File: src/verilog/apu_pkg.sv
package apu_pkg;

	// APB data byte and channel register
	typedef logic [7:0] reg_byte_t;

	// APB register index
	typedef logic [3:0] reg_idx_t;

	// Pulse timer period
	typedef logic [10:0] timer_t;

	// Channel amplitude
	typedef logic [3:0] vol_t;

	// Length counter value and its table index
	typedef logic [7:0] len_t;
	typedef logic [4:0] len_idx_t;

	// Sum of both channels
	typedef logic [4:0] mix_t;

	// Quarter-frame steps, odd ones are half frames
	typedef enum logic [1:0] {
		step0,
		step1,
		step2,
		step3
	} frame_step_e;

endpackage

File: src/verilog/apu_frame_seq.sv
`timescale 1ns/1ps

module apu_frame_seq import apu_pkg::*; #(
	parameter int unsigned frame_div = 64
) (
	input  logic sys_clk,
	input  logic sys_rst_n,
	output logic apu_tick,
	output logic qframe,
	output logic hframe
);

	localparam int unsigned cnt_w = (frame_div > 1) ? $clog2(frame_div) : 1;

	logic [cnt_w-1:0] div_cnt;
	frame_step_e      step;
	frame_step_e      step_nxt;

	always_comb begin
		case (step)
			step0:   step_nxt = step1;
			step1:   step_nxt = step2;
			step2:   step_nxt = step3;
			default: step_nxt = step0;
		endcase
	end

	// APU clock runs at half the system rate
	always_ff @(posedge sys_clk or negedge sys_rst_n) begin
		if (!sys_rst_n) begin
			apu_tick <= 1'b0;
		end else begin
			apu_tick <= ~apu_tick;
		end
	end

	always_ff @(posedge sys_clk or negedge sys_rst_n) begin
		if (!sys_rst_n) begin
			div_cnt <= '0;
			step    <= step0;
			qframe  <= 1'b0;
			hframe  <= 1'b0;
		end else if (div_cnt == '0) begin
			div_cnt <= cnt_w'(frame_div - 1);
			step    <= step_nxt;
			qframe  <= 1'b1;
			// Every second quarter frame
			hframe  <= (step == step1) || (step == step3);
		end else begin
			div_cnt <= div_cnt - 1'b1;
			qframe  <= 1'b0;
			hframe  <= 1'b0;
		end
	end

endmodule

File: src/verilog/apu_length_rom.sv
`timescale 1ns/1ps

module apu_length_rom import apu_pkg::*; (
	input  len_idx_t idx,
	output len_t     len
);

	// Standard NES length table
	always_comb begin
		case (idx)
			5'd0:    len = 8'd10;
			5'd1:    len = 8'd254;
			5'd2:    len = 8'd20;
			5'd3:    len = 8'd2;
			5'd4:    len = 8'd40;
			5'd5:    len = 8'd4;
			5'd6:    len = 8'd80;
			5'd7:    len = 8'd6;
			5'd8:    len = 8'd160;
			5'd9:    len = 8'd8;
			5'd10:   len = 8'd60;
			5'd11:   len = 8'd10;
			5'd12:   len = 8'd14;
			5'd13:   len = 8'd12;
			5'd14:   len = 8'd26;
			5'd15:   len = 8'd14;
			5'd16:   len = 8'd12;
			5'd17:   len = 8'd16;
			5'd18:   len = 8'd24;
			5'd19:   len = 8'd18;
			5'd20:   len = 8'd48;
			5'd21:   len = 8'd20;
			5'd22:   len = 8'd96;
			5'd23:   len = 8'd22;
			5'd24:   len = 8'd192;
			5'd25:   len = 8'd24;
			5'd26:   len = 8'd72;
			5'd27:   len = 8'd26;
			5'd28:   len = 8'd16;
			5'd29:   len = 8'd28;
			5'd30:   len = 8'd32;
			default: len = 8'd30;
		endcase
	end

endmodule

File: src/verilog/apu_pulse.sv
`timescale 1ns/1ps

module apu_pulse import apu_pkg::*; #(
	parameter bit ones_comp = 1'b0
) (
	input  logic      sys_clk,
	input  logic      sys_rst_n,
	input  logic      en,
	input  logic      wr_en,
	input  logic [1:0] wr_idx,
	input  reg_byte_t wr_data,
	input  logic [1:0] rd_idx,
	output reg_byte_t rd_data,
	input  logic      apu_tick,
	input  logic      qframe,
	input  logic      hframe,
	output logic      act,
	output vol_t      amp
);

	reg_byte_t regs [4];

	always_ff @(posedge sys_clk or negedge sys_rst_n) begin
		if (!sys_rst_n) begin
			for (int i = 0; i < 4; i++)
				regs[i] <= '0;
		end else if (!en) begin
			for (int i = 0; i < 4; i++)
				regs[i] <= '0;
		end else if (wr_en) begin
			regs[wr_idx] <= wr_data;
		end
	end

	assign rd_data = regs[rd_idx];

	logic [1:0] duty;
	logic       halt;
	logic       const_vol;
	vol_t       vol;
	logic       swp_en;
	logic [2:0] swp_per;
	logic       swp_neg;
	logic [2:0] swp_shift;
	logic       reg1_wr;
	logic       reg3_wr;

	assign duty      = regs[0][7:6];
	assign halt      = regs[0][5];
	assign const_vol = regs[0][4];
	assign vol       = regs[0][3:0];
	assign swp_en    = regs[1][7];
	assign swp_per   = regs[1][6:4];
	assign swp_neg   = regs[1][3];
	assign swp_shift = regs[1][2:0];
	assign reg1_wr   = wr_en && en && (wr_idx == 2'd1);
	assign reg3_wr   = wr_en && en && (wr_idx == 2'd3);

	// Sweep target, carry out of bit 10 flags overflow or underflow
	timer_t      period;
	timer_t      swp_delta;
	logic [11:0] swp_sum;
	logic        swp_ovf;
	logic        swp_mute;
	logic        swp_apply;
	logic [2:0]  swp_div;
	logic        swp_reload;

	assign swp_delta = (period >> swp_shift) ^ {11{swp_neg}};
	assign swp_sum   = {1'b0, period} + {1'b0, swp_delta} + 12'(swp_neg & ~ones_comp);
	assign swp_ovf   = swp_neg ^ swp_sum[11];
	assign swp_mute  = ~swp_neg & swp_sum[11];
	assign swp_apply = hframe && swp_en && (swp_div == '0) && (swp_shift != '0) && !swp_ovf;

	always_ff @(posedge sys_clk or negedge sys_rst_n) begin
		if (!sys_rst_n) begin
			swp_div    <= '0;
			swp_reload <= 1'b0;
		end else if (!en) begin
			swp_div    <= '0;
			swp_reload <= 1'b0;
		end else begin
			if (hframe) begin
				if (swp_reload || swp_div == '0)
					swp_div <= swp_per;
				else
					swp_div <= swp_div - 3'd1;
				swp_reload <= 1'b0;
			end
			if (reg1_wr)
				swp_reload <= 1'b1;
		end
	end

	// Timer and duty sequencer
	timer_t     timer_cnt;
	logic [2:0] seq_step;

	always_ff @(posedge sys_clk or negedge sys_rst_n) begin
		if (!sys_rst_n) begin
			period    <= '0;
			timer_cnt <= '0;
			seq_step  <= '0;
		end else if (!en) begin
			period    <= '0;
			timer_cnt <= '0;
			seq_step  <= '0;
		end else if (reg3_wr) begin
			period    <= {wr_data[2:0], regs[2]};
			timer_cnt <= {wr_data[2:0], regs[2]};
			seq_step  <= '0;
		end else begin
			if (swp_apply)
				period <= swp_sum[10:0];
			if (apu_tick) begin
				if (timer_cnt == '0) begin
					timer_cnt <= period;
					seq_step  <= seq_step - 3'd1;
				end else begin
					timer_cnt <= timer_cnt - 11'd1;
				end
			end
		end
	end

	logic seq_hi;

	always_comb begin
		case (duty)
			2'd0:    seq_hi = (seq_step == 3'b111);
			2'd1:    seq_hi = (seq_step[2:1] == 2'b11);
			2'd2:    seq_hi = seq_step[2];
			default: seq_hi = (seq_step[2:1] != 2'b11);
		endcase
	end

	// Envelope, restarted by a register-3 write
	logic env_start;
	vol_t env_div;
	vol_t env_cnt;

	always_ff @(posedge sys_clk or negedge sys_rst_n) begin
		if (!sys_rst_n) begin
			env_start <= 1'b0;
			env_div   <= '0;
			env_cnt   <= '0;
		end else if (!en) begin
			env_start <= 1'b0;
			env_div   <= '0;
			env_cnt   <= '0;
		end else begin
			if (qframe) begin
				if (env_start) begin
					env_div <= vol;
					env_cnt <= 4'hf;
				end else if (env_div == '0) begin
					env_div <= vol;
					// Wraps to 15 in loop mode
					if (halt || env_cnt != '0)
						env_cnt <= env_cnt - 4'd1;
				end else begin
					env_div <= env_div - 4'd1;
				end
				env_start <= 1'b0;
			end
			if (reg3_wr)
				env_start <= 1'b1;
		end
	end

	// Length counter
	len_t len_cnt;
	len_t len_load;

	apu_length_rom i_len_rom (
		.idx (wr_data[7:3]),
		.len (len_load)
	);

	always_ff @(posedge sys_clk or negedge sys_rst_n) begin
		if (!sys_rst_n) begin
			len_cnt <= '0;
		end else if (!en) begin
			len_cnt <= '0;
		end else if (reg3_wr) begin
			len_cnt <= len_load;
		end else if (hframe && !halt && len_cnt != '0) begin
			len_cnt <= len_cnt - 8'd1;
		end
	end

	logic audible;

	assign act     = en && (len_cnt != '0);
	assign audible = act && seq_hi && !swp_mute && (period[10:3] != '0);
	assign amp     = audible ? (const_vol ? vol : env_cnt) : '0;

endmodule

File: src/verilog/apu_apb_decode.sv
`timescale 1ns/1ps

module apu_apb_decode import apu_pkg::*; (
	input  logic       sys_clk,
	input  logic       sys_rst_n,
	input  logic       psel,
	input  logic       penable,
	input  logic       pwrite,
	input  reg_idx_t   paddr,
	input  reg_byte_t  pwdata,
	output reg_byte_t  prdata,
	output logic       ch0_wr_en,
	output logic       ch1_wr_en,
	output logic [1:0] wr_idx,
	output reg_byte_t  wr_data,
	output logic [1:0] rd_idx,
	input  reg_byte_t  ch0_rd_data,
	input  reg_byte_t  ch1_rd_data,
	input  logic       ch0_act,
	input  logic       ch1_act,
	output logic       ch0_en,
	output logic       ch1_en
);

	logic       wr_acc;
	logic [1:0] ctrl;

	// Writes land at the end of the access phase
	assign wr_acc    = psel && penable && pwrite;
	assign ch0_wr_en = wr_acc && (paddr[3:2] == 2'b00);
	assign ch1_wr_en = wr_acc && (paddr[3:2] == 2'b01);
	assign wr_idx    = paddr[1:0];
	assign wr_data   = pwdata;
	assign rd_idx    = paddr[1:0];

	always_ff @(posedge sys_clk or negedge sys_rst_n) begin
		if (!sys_rst_n) begin
			ctrl <= '0;
		end else if (wr_acc && paddr == 4'd8) begin
			ctrl <= pwdata[1:0];
		end
	end

	assign ch0_en = ctrl[0];
	assign ch1_en = ctrl[1];

	always_comb begin
		prdata = '0;
		if (psel && !pwrite) begin
			case (paddr)
				4'd0, 4'd1, 4'd2, 4'd3: prdata = ch0_rd_data;
				4'd4, 4'd5, 4'd6, 4'd7: prdata = ch1_rd_data;
				// Status: act bits above the enables
				4'd8:    prdata = {2'b00, ch1_act, ch0_act, 2'b00, ctrl};
				default: prdata = '0;
			endcase
		end
	end

endmodule

File: src/verilog/apu_mixer.sv
`timescale 1ns/1ps

module apu_mixer import apu_pkg::*; (
	input  logic sys_clk,
	input  logic sys_rst_n,
	input  vol_t amp0,
	input  vol_t amp1,
	output mix_t sample
);

	mix_t sum;

	// Linear mix, no DAC curve
	assign sum = mix_t'(amp0) + mix_t'(amp1);

	always_ff @(posedge sys_clk or negedge sys_rst_n) begin
		if (!sys_rst_n) begin
			sample <= '0;
		end else begin
			sample <= sum;
		end
	end

endmodule

File: src/verilog/apu_top.sv
`timescale 1ns/1ps

module apu_top import apu_pkg::*; #(
	parameter int unsigned frame_div = 64
) (
	input  logic      sys_clk,
	input  logic      sys_rst_n,
	input  logic      psel,
	input  logic      penable,
	input  logic      pwrite,
	input  reg_idx_t  paddr,
	input  reg_byte_t pwdata,
	output reg_byte_t prdata,
	output mix_t      sample
);

	logic       ch0_wr_en;
	logic       ch1_wr_en;
	logic [1:0] wr_idx;
	reg_byte_t  wr_data;
	logic [1:0] rd_idx;
	reg_byte_t  ch0_rd_data;
	reg_byte_t  ch1_rd_data;
	logic       ch0_act;
	logic       ch1_act;
	logic       ch0_en;
	logic       ch1_en;
	logic       apu_tick;
	logic       qframe;
	logic       hframe;
	vol_t       amp0;
	vol_t       amp1;

	apu_apb_decode i_decode (
		.sys_clk     (sys_clk),
		.sys_rst_n   (sys_rst_n),
		.psel        (psel),
		.penable     (penable),
		.pwrite      (pwrite),
		.paddr       (paddr),
		.pwdata      (pwdata),
		.prdata      (prdata),
		.ch0_wr_en   (ch0_wr_en),
		.ch1_wr_en   (ch1_wr_en),
		.wr_idx      (wr_idx),
		.wr_data     (wr_data),
		.rd_idx      (rd_idx),
		.ch0_rd_data (ch0_rd_data),
		.ch1_rd_data (ch1_rd_data),
		.ch0_act     (ch0_act),
		.ch1_act     (ch1_act),
		.ch0_en      (ch0_en),
		.ch1_en      (ch1_en)
	);

	apu_frame_seq #(.frame_div(frame_div)) i_frame (
		.sys_clk   (sys_clk),
		.sys_rst_n (sys_rst_n),
		.apu_tick  (apu_tick),
		.qframe    (qframe),
		.hframe    (hframe)
	);

	// Channel 0 negates in ones' complement like the original part
	apu_pulse #(.ones_comp(1'b1)) i_pulse0 (
		.sys_clk   (sys_clk),
		.sys_rst_n (sys_rst_n),
		.en        (ch0_en),
		.wr_en     (ch0_wr_en),
		.wr_idx    (wr_idx),
		.wr_data   (wr_data),
		.rd_idx    (rd_idx),
		.rd_data   (ch0_rd_data),
		.apu_tick  (apu_tick),
		.qframe    (qframe),
		.hframe    (hframe),
		.act       (ch0_act),
		.amp       (amp0)
	);

	apu_pulse #(.ones_comp(1'b0)) i_pulse1 (
		.sys_clk   (sys_clk),
		.sys_rst_n (sys_rst_n),
		.en        (ch1_en),
		.wr_en     (ch1_wr_en),
		.wr_idx    (wr_idx),
		.wr_data   (wr_data),
		.rd_idx    (rd_idx),
		.rd_data   (ch1_rd_data),
		.apu_tick  (apu_tick),
		.qframe    (qframe),
		.hframe    (hframe),
		.act       (ch1_act),
		.amp       (amp1)
	);

	apu_mixer i_mixer (
		.sys_clk   (sys_clk),
		.sys_rst_n (sys_rst_n),
		.amp0      (amp0),
		.amp1      (amp1),
		.sample    (sample)
	);

endmodule

File: config.mk
export PLATFORM = sky130hd
export DESIGN_NAME = apu_top
export DESIGN_NICKNAME = d
export VERILOG_FILES = /design/src/verilog/apu_pkg.sv /design/src/verilog/apu_frame_seq.sv /design/src/verilog/apu_length_rom.sv /design/src/verilog/apu_pulse.sv /design/src/verilog/apu_apb_decode.sv /design/src/verilog/apu_mixer.sv /design/src/verilog/apu_top.sv
export SDC_FILE = /design/constraint.sdc
export NUM_CORES = 1
export LEC_CHECK = 0
export BUFFER_PORTS_ARGS = -buffer_cell sky130_fd_sc_hd__buf_2
export CAP_MARGIN = 10
export CORE_MARGIN = 3
export CORE_UTILIZATION = 60
export CTS_BUF_LIST = sky130_fd_sc_hd__clkbuf_8 sky130_fd_sc_hd__clkbuf_16
export DETAILED_ROUTE_END_ITERATION = 12
export GPL_ROUTABILITY_DRIVEN = 1
export HOLD_SLACK_MARGIN = 0.05
export PLACE_DENSITY = 0.77
export SYNTH_ARGS = -nofsm -noshare
export SYNTH_HDL_FRONTEND = slang
export SYNTH_SLANG_ARGS = --single-unit
File: constraint.sdc
create_clock -name sys_clk -period 6.55 [get_ports sys_clk]
set_input_delay 0.3275 -clock sys_clk [delete_from_list [all_inputs] [get_ports sys_clk]]
set_output_delay 0.3275 -clock sys_clk [all_outputs]
set_load 0.02 [all_outputs]
==> metrics.md, run 1 <==
| Metric | Value |
|---|---|
| Run status | `finished clean` |
| Core Footprint | `0.0189 sq mm` |
| Top-area cell type share of the netlist area | `0.373` |
| # Post-CTS Setup Buffers | `0` |
| Top cells by area, synth | `sky130_fd_sc_hd__dfrtp_1 (37%), sky130_fd_sc_hd__ha_1 (6.4%), sky130_fd_sc_hd__a22o_1 (4.7%)` |
| Worst endpoint required time | `6.91 ns` |
| Total track usage | `0.299` |
| Input/output buffers | `29` |
| Avg Inst Size Synth | `between 9 and 10 sq um` |
| Met3 GRT Util | `0.0732` |
| Critical hold path startpoint | `pwdata[4]` |
| Pins over their slew limit | `0` |
| Die Width | `146 microns` |
| Largest vdd supply drop | `between 150 and 200 uV` |
| Met1 Usage GRT | `0.438` |
| # H-tree levels | `4` |
| Total iterations of the first detailed-routing run | `5` |
| Starting density of the core | `0.619` |
| Most used cell along the critical path | `sky130_fd_sc_hd__a21o_1` |
| Count of vias placed by the detailed router | `10000` |
| Flops & latches, synth | `approximately 170` |
| Die Footprint | `roughly 0.021 sq mm` |
| Row cnt | `50` |
| Total number of cells along the worst setup path | `19` |
| Total detailed-routing wirelength | `31.4 mm` |
| Data arrival at the endpoint of the critical path | `between 5 and 6 ns` |
| Delay of the slowest cell on the worst path | `0.77 ns` |
| Worst setup path end | `i_mixer.sample[3]$_DFF_PN0_` |
| Layer carrying the most global-route usage | `met1` |
| Setup Crit Path Kind | `flip-flop to flip-flop` |
| Synth cell types | `78` |
| Type of element capturing the critical path | `flip-flop` |
| Number of synthesis warnings | `0` |
| Initial DRC Count | `between 900 and 1000` |
| Num CTS Buffers | `17` |
| Number of sinks on the clock net | `174` |
| P_leak | `5.57 nW` |
| Die Height | `146 microns` |
| Clock root buffer master | `sky130_fd_sc_hd__clkbuf_16` |
| Final count of negative-setup-slack endpoints | `0` |
| Max-Slew Margin vs Limit | `0.340` |
| Sequential area share after synthesis | `0.373` |
| Final TNS setup | `0 ns` |
| Maximum number of pins on one net before global-route repair | `104` |
| Number of max-capacitance violations reported | `0` |
| Total nets after synthesis | `1354` |
| Number of nets in the layout | `1342` |
| RSZ-0062 raised after global routing | `false` |
| Reg2reg start | `i_pulse0.regs[17]$_DFFE_PN0P_` |
| Family of cells with the greatest summed delay on the critical path | `compound AO/OA/AOI/OAI gates` |
| Maximum frequency from static timing analysis | `195 MHz` |
| Final antenna-violating net count | `0` |
| Worst path buffer plus inverter count | `0` |
| CP max stage cell | `sky130_fd_sc_hd__dfrtp_1` |
| Estimated wirelength of the detail-placed design | `21.7 mm` |
| Kind of launch point of the worst setup path | `flip-flop` |
| WL/cell | `20.4 microns` |
| Via/cell ratio | `6.51` |
| Post-synth EDFFs | `0` |
| Number of hold violations in the final report | `0` |
| Placement Cell Area | `0.0120 sq mm` |
| Hold_ws | `0.319 ns` |
| Number of global-route vias before repair | `9497` |
| Worst setup skew after layout | `0.0119 ns` |
| Total gr overflow | `0` |
| Power density over the cells | `206 mW/mm^2` |
| Count of boundary I/O pins | `30` |
| Filler cells | `1555` |
| Worst reg2reg setup slack | `between 1 and 1.5 ns` |
| Time the final worst path needs with I/O delays and setup | `5.13 ns` |
| Clock Path Buffers | `2` |
| Transition time at the pin with the least slew margin | `between 0.9 and 1 ns` |
| Worst setup startpoint | `i_pulse0.regs[17]$_DFFE_PN0P_` |
| Syn Std Cell Area | `0.0117 sq mm` |
| Met2 GRT Util | `0.438` |
| Clock insertion delay at the later pin of the skew report | `0.44 ns` |
| Number of remaining DRC errors | `0` |
| Wire length of the first global-routing pass | `approximately 50 mm` |
| Post-layout instance area | `0.0126 sq mm` |
| Antenna violations before repair | `1` |
| Dominant cell type by area after synthesis | `sky130_fd_sc_hd__dfrtp_1` |
| Fin crit share | `0.784` |
| Predominant post-synthesis flop cell | `sky130_fd_sc_hd__dfrtp_1` |
| CP cell instances | `mux2i_1 -> mux2i_1 -> mux2i_1 -> xnor2_1 -> ha_1 -> a21o_1 -> a211oi_1 -> o21ai_0 -> a31o_2 -> a21o_1 -> a21o_1 -> ha_1 -> nor4_1 -> nand3_1 -> nor2_1 -> ha_1 -> a21o_1 -> a21oi_1 -> xnor2_1` |
| Highest net fanout along the worst path | `16` |
| Routability-driven placement congestion ratio | `0.892` |
| Synthesized instance count | `~1300` |
| Share of cells above drive strength 1 | `0.102` |
| P&R area growth vs syn | `7.62%` |
| Fraction of registers with async set/reset | `1.00` |
| Clk pin slew, worst setup/hold paths | `0.07 ns` |
| Type of the tightest min-delay check | `input pin to flip-flop` |
| R2r worst-path depth | `19` |
| Endpoint of the worst register-to-register path | `i_mixer.sample[3]$_DFF_PN0_` |
| TritonCTS clock tree | `done` |
[cell usage after synthesis, types with 33 or more instances]
library cell	count
sky130_fd_sc_hd__dfrtp_1	174
sky130_fd_sc_hd__nor2_1	127
sky130_fd_sc_hd__nand2_1	106
sky130_fd_sc_hd__a21oi_1	93
sky130_fd_sc_hd__o21ai_0	75
sky130_fd_sc_hd__a22o_1	63
sky130_fd_sc_hd__ha_1	60
sky130_fd_sc_hd__mux2i_1	50
sky130_fd_sc_hd__inv_1	49
sky130_fd_sc_hd__clkbuf_1	45
sky130_fd_sc_hd__xnor2_1	44
sky130_fd_sc_hd__nor3_1	33
[flip-flops by register name, indices dropped and copies added, names as in the netlist, 8 cells and up]
register	cells
i_pulse0.len_cnt	8
i_pulse0.period	11
i_pulse0.regs	28
i_pulse0.timer_cnt	11
i_pulse1.len_cnt	8
i_pulse1.period	11
i_pulse1.regs	28
i_pulse1.timer_cnt	11
[layout make-up]
type	count	area, sq um	share of cell area
Inverter	55	206	0.0164
Multi-Input combinational cell	973	6840	0.544
Timing Repair Buffer	41	244	0.0194
Clock inverter	15	183	0.0145
Sequential cell	174	4350	0.346
Tap cell	260	325	0.0259
Antenna cell	1	2.50	0.000199
Clock buffer	17	425	0.0338
[where the power goes]
| part | leakage (nW) | switching, mW | internal (mW) |
|---|---|---|---|
| logic | 2.88 | 0.275 | 0.147 |
| registers | 2.40 | 0.0219 | 1.09 |
| clock network | 0.293 | 0.458 | 0.606 |
[how the worst min path moves through the flow]
stage	end	slack [ns]	cells past startpoint
finish	i_pulse0.regs[4]$_DFFE_PN0P_	0.32	3
global route	i_pulse0.regs[0]$_DFFE_PN0P_	0.32	3
floorplan	i_decode.ctrl[0]$_DFFE_PN0P_	0.03	0
detailed placement	i_frame.div_cnt[4]$_DFF_PN0_	0.48	1
global placement	i_frame.div_cnt[4]$_DFF_PN0_	0.46	1
CTS	i_pulse0.regs[4]$_DFFE_PN0P_	0.29	3
[kinds of logic (layout without fill, tap and decap cells)]
group | Yosys count | count (layout) | synth area share
compound gates | 376 | 376 | 0.216
xor+xnor | 57 | 57 | 0.0427
fa+ha+maj | 63 | 63 | 0.0694
buf+inv | 127 | 128 | 0.0429
flops | 174 | 174 | 0.373
mux | 82 | 82 | 0.0929
other cells | 0 | 1 | 0
simple gates | 395 | 395 | 0.163
[worst reg2reg max path, delay by kind of cell (launching register included)]
| kind | cells | cell delay (ns) |
|---|---|---|
| compound gates | 8 | 1.70 |
| flops | 1 | 0.77 |
| simple gates | 3 | 0.80 |
| mux | 3 | 0.65 |
| xor+xnor | 2 | 0.33 |
| fa+ha+maj | 3 | 0.81 |
[layer usage]
| layer | vias to the layer above | share of wire |
|---|---|---|
| met2 | 478 | 0.44 |
| met1 | 4831 | 0.44 |
| met4 | 0 | 0.025 |
| met3 | 63 | 0.096 |
| met5 | - | 0 |
| li1 | 4630 | - |
[metrics by stage]
stage | total power [mW] | instances | utilization | worst slack, ns
after floorplan | 1.43 | 1274 | - | 1.91
after global placement | 1.53 | 1502 | 0.633 | 1.77
after detailed placement | 1.54 | 1502 | 0.633 | 1.60
after CTS | 2.60 | 1535 | 0.666 | 1.45
after global routing | 2.70 | 1536 | 0.666 | 1.03
final | 2.60 | 1536 | 0.666 | 1.42
[layout by cell type, fill, tap and decap left out, types with 6 or more instances in the layout]
master                      netlist  layout
sky130_fd_sc_hd__or2_2            7       7
sky130_fd_sc_hd__mux2i_1         50      50
sky130_fd_sc_hd__a22o_1          63      63
sky130_fd_sc_hd__nand2_1        106     106
sky130_fd_sc_hd__o21a_1           8       8
sky130_fd_sc_hd__buf_2           13      28
sky130_fd_sc_hd__ha_1            60      60
sky130_fd_sc_hd__a31oi_1         16      16
sky130_fd_sc_hd__nand2b_1        19      19
sky130_fd_sc_hd__nand3_1         28      28
sky130_fd_sc_hd__buf_4            0      11
sky130_fd_sc_hd__a21oi_1         93      93
sky130_fd_sc_hd__nor3b_1          6       6
sky130_fd_sc_hd__xor2_1          13      13
sky130_fd_sc_hd__nor4_1          10       9
sky130_fd_sc_hd__mux4_2          19      19
sky130_fd_sc_hd__mux2_2          12      12
sky130_fd_sc_hd__nor3_1          33      33
sky130_fd_sc_hd__o22ai_1          6       6
sky130_fd_sc_hd__o211ai_1        11      11
sky130_fd_sc_hd__o31ai_1          6       6
sky130_fd_sc_hd__nor2_1         127     127
sky130_fd_sc_hd__dfrtp_1        174     174
sky130_fd_sc_hd__a21o_1          23      23
sky130_fd_sc_hd__a211oi_1        19      19
sky130_fd_sc_hd__clkbuf_16        0      17
sky130_fd_sc_hd__inv_6            0       6
sky130_fd_sc_hd__xnor2_1         44      44
sky130_fd_sc_hd__inv_1           49      50
sky130_fd_sc_hd__or3_1            8       8
sky130_fd_sc_hd__nor2b_1         12      12
sky130_fd_sc_hd__a22oi_1          8       8
sky130_fd_sc_hd__nand3b_1         9       9
sky130_fd_sc_hd__o21ai_0         75      75
[what timing repair did]
item / CTS / global route
hold buffers: 1 / 0
gates resized for setup: 0 / 0
endpoints found under the hold margin: 27 / 0
No activity file was read; power rests on OpenSTA's default activity.
==> inputs of run 2 (changes only) <==
- clock period: 6.55 -> 4.8 ns (I/O delays scaled with it)
==> run 2 against run 1 <==
Compared with the run above: wire length rose by 1.1%; die area did not move; final cell count rose by 1.2%; critical path depth rose by 2; core utilization rose by 1.0 points; via count rose by 0.88%; setup slack got worse by 1.2 ns; non-clock buffer count rose by 21; clock power rose by 41%; first-iteration DRC count rose by 2.0%; hold slack got worse by 0.080 ns; highest routed layer unchanged.
==> metrics.md, run 2 (same netlist as run 1, synthesis figures left out) <==
| Metric | Value |
|---|---|
| RSZ-0062 raised after global routing | `false` |
| Num CTS Buffers | `17 (unchanged)` |
| Share of power burned in registers | `0.425 (-0.003)` |
| TritonCTS clock tree | `done` |
| Number of remaining DRC errors | `0 (unchanged)` |
| Starting density of the core | `0.619 (unchanged)` |
| Most used cell along the critical path | `sky130_fd_sc_hd__a21o_1` |
| Maximum frequency from static timing analysis | `219 MHz (+12%)` |
| Worst setup startpoint | `i_pulse0.regs[17]$_DFFE_PN0P_` |
| Setup Crit Path Kind | `flip-flop to flip-flop` |
| WL/cell | `20.4 microns (-0.17%)` |
| Count of vias placed by the detailed router | `10100 (+0.88%)` |
| Net Sw Power | `0.975 mW (+29%)` |
| Worst endpoint required time | `5.12 ns (-1.79 ns)` |
| Share of cells above drive strength 1 | `0.120 (+0.0177)` |
| Total track usage | `0.303 (+0.00426)` |
| Internal power component | `2.60 mW (+41%)` |
| CP cell instances | `buf_2 -> mux2i_1 -> nand2_1 -> nand2_1 -> nor2_1 -> a31o_2 -> xnor2_1 -> ha_1 -> a21o_1 -> a211oi_2 -> o21ai_0 -> a31o_2 -> a21o_1 -> a21o_1 -> ha_1 -> nor4_2 -> nand3_1 -> nor2_1 -> ha_1 -> a21o_1 -> a21o_1` |
| Core Footprint | `0.0189 sq mm (unchanged)` |
| Type of the tightest min-delay check | `input pin to flip-flop` |
| Endpoint of the worst register-to-register path | `i_mixer.sample[4]$_DFF_PN0_` |
| Critical hold path startpoint | `pwdata[3]` |
| Reg2reg start | `i_pulse0.regs[17]$_DFFE_PN0P_` |
| # H-tree levels | `4 (unchanged)` |
| Max-Slew Margin vs Limit | `0.352 (+0.0111)` |
| Total gr overflow | `0 (unchanged)` |
| Most frequent standard cell in the layout excluding fill and tap cells | `sky130_fd_sc_hd__dfrtp_1` |
| Clock root buffer master | `sky130_fd_sc_hd__clkbuf_16` |
| N_diodes | `0 (-1)` |
| Pins over their slew limit | `0 (unchanged)` |
| CP max stage cell | `sky130_fd_sc_hd__dfrtp_2` |
| Leading registers by flop count | `i_pulse0.regs (28), i_pulse1.regs (28)` |
| Final count of negative-setup-slack endpoints | `0 (unchanged)` |
| Worst setup skew after layout | `0.00862 ns (-0.00325 ns)` |
| Count of boundary I/O pins | `30 (unchanged)` |
| Estimated wirelength of the detail-placed design | `22.3 mm (+2.9%)` |
| Number of sinks on the clock net | `174 (unchanged)` |
| Fin crit share | `0.953 (+0.169)` |
| Routability-driven placement congestion ratio | `0.913 (+2.3%)` |
| Die Width | `146 microns (unchanged)` |
| P&R area growth vs syn | `9.26%` |
| Row cnt | `50 (unchanged)` |
| Die Height | `146 microns (unchanged)` |
| Delay of the slowest cell on the worst path | `0.46 ns (-0.31 ns)` |
| Transition time at the pin with the least slew margin | `0.965 ns (-0.0241 ns)` |
| Time the final worst path needs with I/O delays and setup | `4.57 ns (-0.561 ns)` |
| Die Footprint | `0.0212 sq mm (unchanged)` |
| R2r worst-path depth | `21 (+2)` |
| Switching part of the total | `0.273 (-0.0181)` |
| P_leak | `5.70 nW (+2.3%)` |
| Largest vdd supply drop | `226 uV (+38%)` |
| Worst reg2reg setup slack | `0.23 ns (-1.19 ns)` |
| Number of hold violations in the final report | `0 (unchanged)` |
| Maximum number of pins on one net before global-route repair | `96 (-7.7%)` |
| Initial DRC Count | `975 (+2.0%)` |
| Total detailed-routing wirelength | `31.7 mm (+1.1%)` |
| Final antenna-violating net count | `0 (unchanged)` |
| Clock insertion delay at the later pin of the skew report | `0.43 ns (about the same)` |
| Type of element capturing the critical path | `flip-flop` |
| Power density over the cells | `280 mW/mm^2 (+36%)` |
| Wire length of the first global-routing pass | `51.8 mm (+1.1%)` |
| Run status | `finished clean` |
| Number of global-route vias before repair | `9709 (+2.2%)` |
| Number of max-capacitance violations reported | `0 (unchanged)` |
| Hold_ws | `0.239 ns (-0.0799 ns)` |
| Endpoint of the worst hold path | `i_pulse0.regs[3]$_DFFE_PN0P_` |
| Filler cells | `1523 (-2.1%)` |
| Clock Path Buffers | `2 (unchanged)` |
| Antenna violations before repair | `0 (-1)` |
| Via/cell ratio | `6.49 (-0.35%)` |
| Data arrival at the endpoint of the critical path | `4.89 ns (-0.60 ns)` |
| Clock group share of total power | `0.417 (+0.007)` |
| Total iterations of the first detailed-routing run | `6 (+1)` |
| Relative contribution of combinational cells to total power | `0.158 (-0.005)` |
| Kind of launch point of the worst setup path | `flip-flop` |
| Number of nets in the layout | `1363 (+1.6%)` |
| Cell count of the worst hold path | `3 (unchanged)` |
| Final TNS setup | `0 ns (unchanged)` |
| Highest net fanout along the worst path | `6 (-10)` |
| Clk pin slew, worst setup/hold paths | `0.06 ns (about the same)` |
| Highest-count cells in the layout ignoring fill and taps | `sky130_fd_sc_hd__dfrtp_1 (171), sky130_fd_sc_hd__nor2_1 (125), sky130_fd_sc_hd__nand2_1 (106)` |
| Input/output buffers | `29 (unchanged)` |
[run 2: final cells by class]
| cell class | count | area (sq um) | share of cell area |
|---|---|---|---|
| Clock inverter | 14 | 201 | 0.0158 |
| Multi-Input combinational cell | 973 | 6850 | 0.537 |
| Tap cell | 260 | 325 | 0.0255 |
| Timing Repair Buffer | 62 | 399 | 0.0313 |
| Sequential cell | 174 | 4360 | 0.341 |
| Clock buffer | 17 | 425 | 0.0333 |
| Inverter | 55 | 206 | 0.0162 |
[run 2: per-layer routing]
metal	routed length, microns	GRT usage
met5	0	0
met3	2960	0.0744
met2	13900	0.455
met1	14000	0.438
met4	826	0.0926
[run 2: power by group through the flow]
| stage | Sequential, mW | Clock (mW) | Combinational [mW] |
|---|---|---|---|
| after floorplan | 1.53 | 0 | 0.427 |
| after global placement | 1.55 | 0 | 0.547 |
| after detailed placement | 1.55 | 0 | 0.557 |
| after CTS | 1.52 | 1.50 | 0.559 |
| after global routing | 1.52 | 1.58 | 0.630 |
| final | 1.52 | 1.49 | 0.564 |
[run 2: per-stage QoR]
stage | instance area [sq um] | instances | setup slack [ns] | total power [mW] | utilization
6_report | 12800 | 1555 | 0.227 | 3.58 | 0.676
2_1_floorplan | 11700 | 1274 | 0.162 | 1.96 | -
3_3_place_gp | 12100 | 1518 | 0.172 | 2.09 | 0.639
5_1_grt | 12800 | 1555 | 0.0115 | 3.73 | 0.676
4_1_cts | 12700 | 1550 | 0.113 | 3.58 | 0.673
3_5_place_dp | 12100 | 1518 | 0.0247 | 2.10 | 0.639
[run 2: repair_timing]
item,in CTS,in global routing
setup buffers,0,5
endpoints found under the hold margin,93,0
hold buffers,1,0
setup endpoints to repair,1,6
gates resized for setup,1,8
pin swaps,0,3
[run 2: critical path: cells and delay by family, from the launching register on]
family | cells | cell delay (ns)
adders and majority gates | 3 | 0.74
buffers and inverters | 1 | 0.21
and+or+nand+nor | 6 | 0.90
DFF | 1 | 0.46
AOI/OAI and AO/OA | 9 | 1.81
muxes | 1 | 0.23
xor gates and xnor gates | 1 | 0.12
[run 2: worst max path at each step]
| stage | to | slack [ns] |
|---|---|---|
| after floorplan | i_mixer.sample[3]$_DFF_PN0_ | 0.16 |
| after global placement | i_mixer.sample[3]$_DFF_PN0_ | 0.17 |
| after detailed placement | i_mixer.sample[3]$_DFF_PN0_ | 0.02 |
| after CTS | i_mixer.sample[3]$_DFF_PN0_ | 0.11 |
| after global routing | i_mixer.sample[3]$_DFF_PN0_ | 0.01 |
| final | i_mixer.sample[4]$_DFF_PN0_ | 0.23 |
==> inputs of run 3 (changes only) <==
- CORE_UTILIZATION: 60 -> 55
- PLACE_DENSITY: 0.77 -> 0.72
==> run 3 against run 2 <==
Compared with the run above: via count decreased by 2.3%; first-iteration DRC count decreased by 14%; maximum frequency decreased by 0.96%; sequential cell count unchanged; final area decreased by 0.27%; sequential power about the same; combinational power increased by 3.7%; non-clock buffer count decreased by 4; sequential share of layout area increased by 0.094 points; final cell count increased by 0.32%; register-to-register slack got worse by 0.04 ns; critical endpoint unchanged; largest cell class unchanged; highest routed layer unchanged.
==> metrics.md, run 3 (same netlist as run 1, synthesis figures left out) <==
| Metric | Value |
|---|---|
| Run status | `finished clean` |
| Worst endpoint required time | `5.13 ns (about the same)` |
| Number of max-capacitance violations reported | `0 (unchanged)` |
| Starting density of the core | `0.568 (-0.0501)` |
| Count of boundary I/O pins | `30 (unchanged)` |
| Fin crit share | `0.962 (+0.00923)` |
| Leading registers by flop count | `i_pulse0.regs (28), i_pulse1.regs (28)` |
| Die Width | `152 microns (+4.3%)` |
| Estimated wirelength of the detail-placed design | `22.1 mm (-1.0%)` |
| Initial DRC Count | `834 (-14%)` |
| Endpoint of the worst hold path | `i_pulse0.regs[2]$_DFFE_PN0P_` |
| Post-Place Setup Slack | `0.0665 ns (+0.0417 ns)` |
| Final TNS setup | `0 ns (unchanged)` |
| Number of sinks on the clock net | `174 (unchanged)` |
| Largest vdd supply drop | `208 uV (-8.2%)` |
| Total gr overflow | `0 (unchanged)` |
| Maximum frequency from static timing analysis | `217 MHz (-0.96%)` |
| N_diodes | `0 (unchanged)` |
| Type of the tightest min-delay check | `input pin to flip-flop` |
| WL/cell | `19.9 microns (-2.4%)` |
| Data arrival at the endpoint of the critical path | `4.95 ns (+0.06 ns)` |
| Worst setup skew after layout | `0.00913 ns (+0.000511 ns)` |
| Maximum number of pins on one net before global-route repair | `175 (+82%)` |
| P_leak | `5.63 nW (-1.1%)` |
| Clk pin slew, worst setup/hold paths | `0.07 ns (about the same)` |
| Via/cell ratio | `6.32 (-2.6%)` |
| Number of remaining DRC errors | `0 (unchanged)` |
| Number of hold violations in the final report | `0 (unchanged)` |
| Routability-driven placement congestion ratio | `0.903 (-1.0%)` |
| Number of cells in the finished layout apart from fillers | `1560 (+0.32%)` |
| Wire length of the first global-routing pass | `49.6 mm (-4.2%)` |
| Clock insertion delay at the later pin of the skew report | `0.44 ns (about the same)` |
| Type of element capturing the critical path | `flip-flop` |
| Endpoint of the worst register-to-register path | `i_mixer.sample[4]$_DFF_PN0_` |
| Max-Slew Margin vs Limit | `0.366 (+0.0145)` |
| Final antenna-violating net count | `0 (unchanged)` |
| Clock Path Buffers | `2 (unchanged)` |
| Antenna violations before repair | `0 (unchanged)` |
| Power density over the cells | `274 mW/mm^2 (-2.3%)` |
| Number of nets in the layout | `1359 (-0.29%)` |
| Number of global-route vias before repair | `9113 (-6.1%)` |
| Most frequent standard cell in the layout excluding fill and tap cells | `sky130_fd_sc_hd__dfrtp_1` |
| Cell Count Post-Placement | `1525 (+0.46%)` |
| Total track usage | `0.277 (-0.0262)` |
| Worst path setup slack after routing | `0.182 ns (-0.0443 ns)` |
| Setup Crit Path Kind | `flip-flop to flip-flop` |
| Final count of negative-setup-slack endpoints | `0 (unchanged)` |
| Highest-count cells in the layout ignoring fill and taps | `sky130_fd_sc_hd__dfrtp_1 (171), sky130_fd_sc_hd__nor2_1 (126), sky130_fd_sc_hd__nand2_1 (106)` |
| Core Footprint | `0.0206 sq mm (+8.8%)` |
| Pins over their slew limit | `0 (unchanged)` |
| R2r worst-path depth | `20 (-4.8%)` |
| Total iterations of the first detailed-routing run | `5 (-1)` |
| Share of cells above drive strength 1 | `0.119 (-0.00109)` |
| Die Footprint | `0.0230 sq mm (+8.7%)` |
| Time the final worst path needs with I/O delays and setup | `4.62 ns (+0.0443 ns)` |
| Die Height | `152 microns (+4.3%)` |
| Hold_ws | `0.215 ns (-0.0243 ns)` |
| Reg2reg start | `i_pulse0.regs[17]$_DFFE_PN0P_` |
| Count of vias placed by the detailed router | `9856 (-2.3%)` |
| Highest net fanout along the worst path | `4 (-2)` |
| Transition time at the pin with the least slew margin | `0.951 ns (-0.0144 ns)` |
| TritonCTS clock tree | `done` |
| Total detailed-routing wirelength | `31.0 mm (-2.1%)` |
| Row cnt | `52 (+4.0%)` |
| Critical hold path startpoint | `pwdata[2]` |
| Input/output buffers | `29 (unchanged)` |
| Kind of launch point of the worst setup path | `flip-flop` |
| Worst reg2reg setup slack | `0.18 ns (-0.04 ns)` |
| P&R area growth vs syn | `8.96%` |
| Clock root buffer master | `sky130_fd_sc_hd__clkbuf_16` |
| Cell count of the worst hold path | `3 (unchanged)` |
| Num CTS Buffers | `17 (unchanged)` |
| # H-tree levels | `4 (unchanged)` |
run 3: cell types whose count changed in the layout (fill, tap and decap cells not counted):
cell                         delta
sky130_fd_sc_hd__clkinvlp_4     +4
sky130_fd_sc_hd__bufinv_16      -3
sky130_fd_sc_hd__clkbuf_8       +1
sky130_fd_sc_hd__clkinv_4       +3
sky130_fd_sc_hd__o21ai_0        +1
sky130_fd_sc_hd__nor2_1         +1
sky130_fd_sc_hd__nor4_1         -1
sky130_fd_sc_hd__buf_12         +2
sky130_fd_sc_hd__nor4_2         +1
sky130_fd_sc_hd__clkinv_2       -3
sky130_fd_sc_hd__nor2_2         -1
sky130_fd_sc_hd__inv_1          -3
sky130_fd_sc_hd__o21ai_1        -1
sky130_fd_sc_hd__buf_4          -6
run 3: per-stage QoR:
step | power, mW | cell area [sq um] | utilization
after floorplan | 1.96 | 11700 | -
after global placement | 2.11 | 12100 | 0.588
after detailed placement | 2.11 | 12100 | 0.588
after CTS | 3.49 | 12700 | 0.616
after global routing | 3.63 | 12700 | 0.619
final | 3.48 | 12700 | 0.619
run 3: cell type report:
class,count,area [sq um]
multi-input cells,973,6860
clock inverters,12,141
inverters,55,206
clock buffers,18,439
repair buffers,58,394
well taps,270,338
flip-flops and latches,174,4360
fillers,1737,7830
run 3: critical path, cell delays in order, from the launching register on:
cell and delay [ns]:
sky130_fd_sc_hd__dfrtp_2 0.39, sky130_fd_sc_hd__buf_2 0.18, sky130_fd_sc_hd__mux2i_1 0.24, sky130_fd_sc_hd__mux2i_1 0.10, sky130_fd_sc_hd__mux2i_1 0.17, sky130_fd_sc_hd__xnor2_1 0.19
sky130_fd_sc_hd__ha_1 0.28, sky130_fd_sc_hd__a21o_1 0.21, sky130_fd_sc_hd__a211oi_2 0.29, sky130_fd_sc_hd__o21ai_0 0.16, sky130_fd_sc_hd__a31o_2 0.28, sky130_fd_sc_hd__a21o_1 0.18
sky130_fd_sc_hd__a21o_1 0.17, sky130_fd_sc_hd__ha_1 0.22, sky130_fd_sc_hd__nor4_2 0.29, sky130_fd_sc_hd__nand3_1 0.21, sky130_fd_sc_hd__buf_4 0.20, sky130_fd_sc_hd__nor2_1 0.11
sky130_fd_sc_hd__ha_1 0.28, sky130_fd_sc_hd__a21o_1 0.19, sky130_fd_sc_hd__a21o_1 0.17
run 3: power by group:
| group | internal [mW] | total [mW] | switching (mW) |
|---|---|---|---|
| Combinational | 0.203 | 0.585 | 0.381 |
| Clock | 0.778 | 1.39 | 0.607 |
| Sequential | 1.49 | 1.51 | 0.0288 |
run 3: how the worst max path moves through the flow:
stage | start | end | slack (ns) | depth (start not counted)
6_report | i_pulse0.regs[17]$_DFFE_PN0P_ | i_mixer.sample[4]$_DFF_PN0_ | 0.18 | 20
5_1_grt | i_pulse0.regs[17]$_DFFE_PN0P_ | i_mixer.sample[4]$_DFF_PN0_ | -0.07 | 20
4_1_cts | i_pulse0.regs[17]$_DFFE_PN0P_ | i_mixer.sample[3]$_DFF_PN0_ | 0.03 | 19
3_5_place_dp | i_pulse0.regs[17]$_DFFE_PN0P_ | i_mixer.sample[3]$_DFF_PN0_ | 0.07 | 19
3_3_place_gp | i_pulse0.regs[17]$_DFFE_PN0P_ | i_mixer.sample[3]$_DFF_PN0_ | 0.10 | 19
2_1_floorplan | i_pulse0.regs[17]$_DFFE_PN0P_ | i_mixer.sample[3]$_DFF_PN0_ | 0.16 | 21
run 3: what timing repair did:
action,in CTS,in global routing
hold buffers,1,0
setup buffers,0,4
gates resized for setup,0,8
hold endpoints to repair,68,0
endpoints found under the setup margin,0,4
run 3: metal layers:
layer | GRT usage | wire length (microns) | share of wire
met5 | 0 | 0 | 0
met3 | 0.0616 | 2890 | 0.093
met1 | 0.420 | 14200 | 0.46
met4 | 0.0710 | 495 | 0.016
met2 | 0.401 | 13400 | 0.43
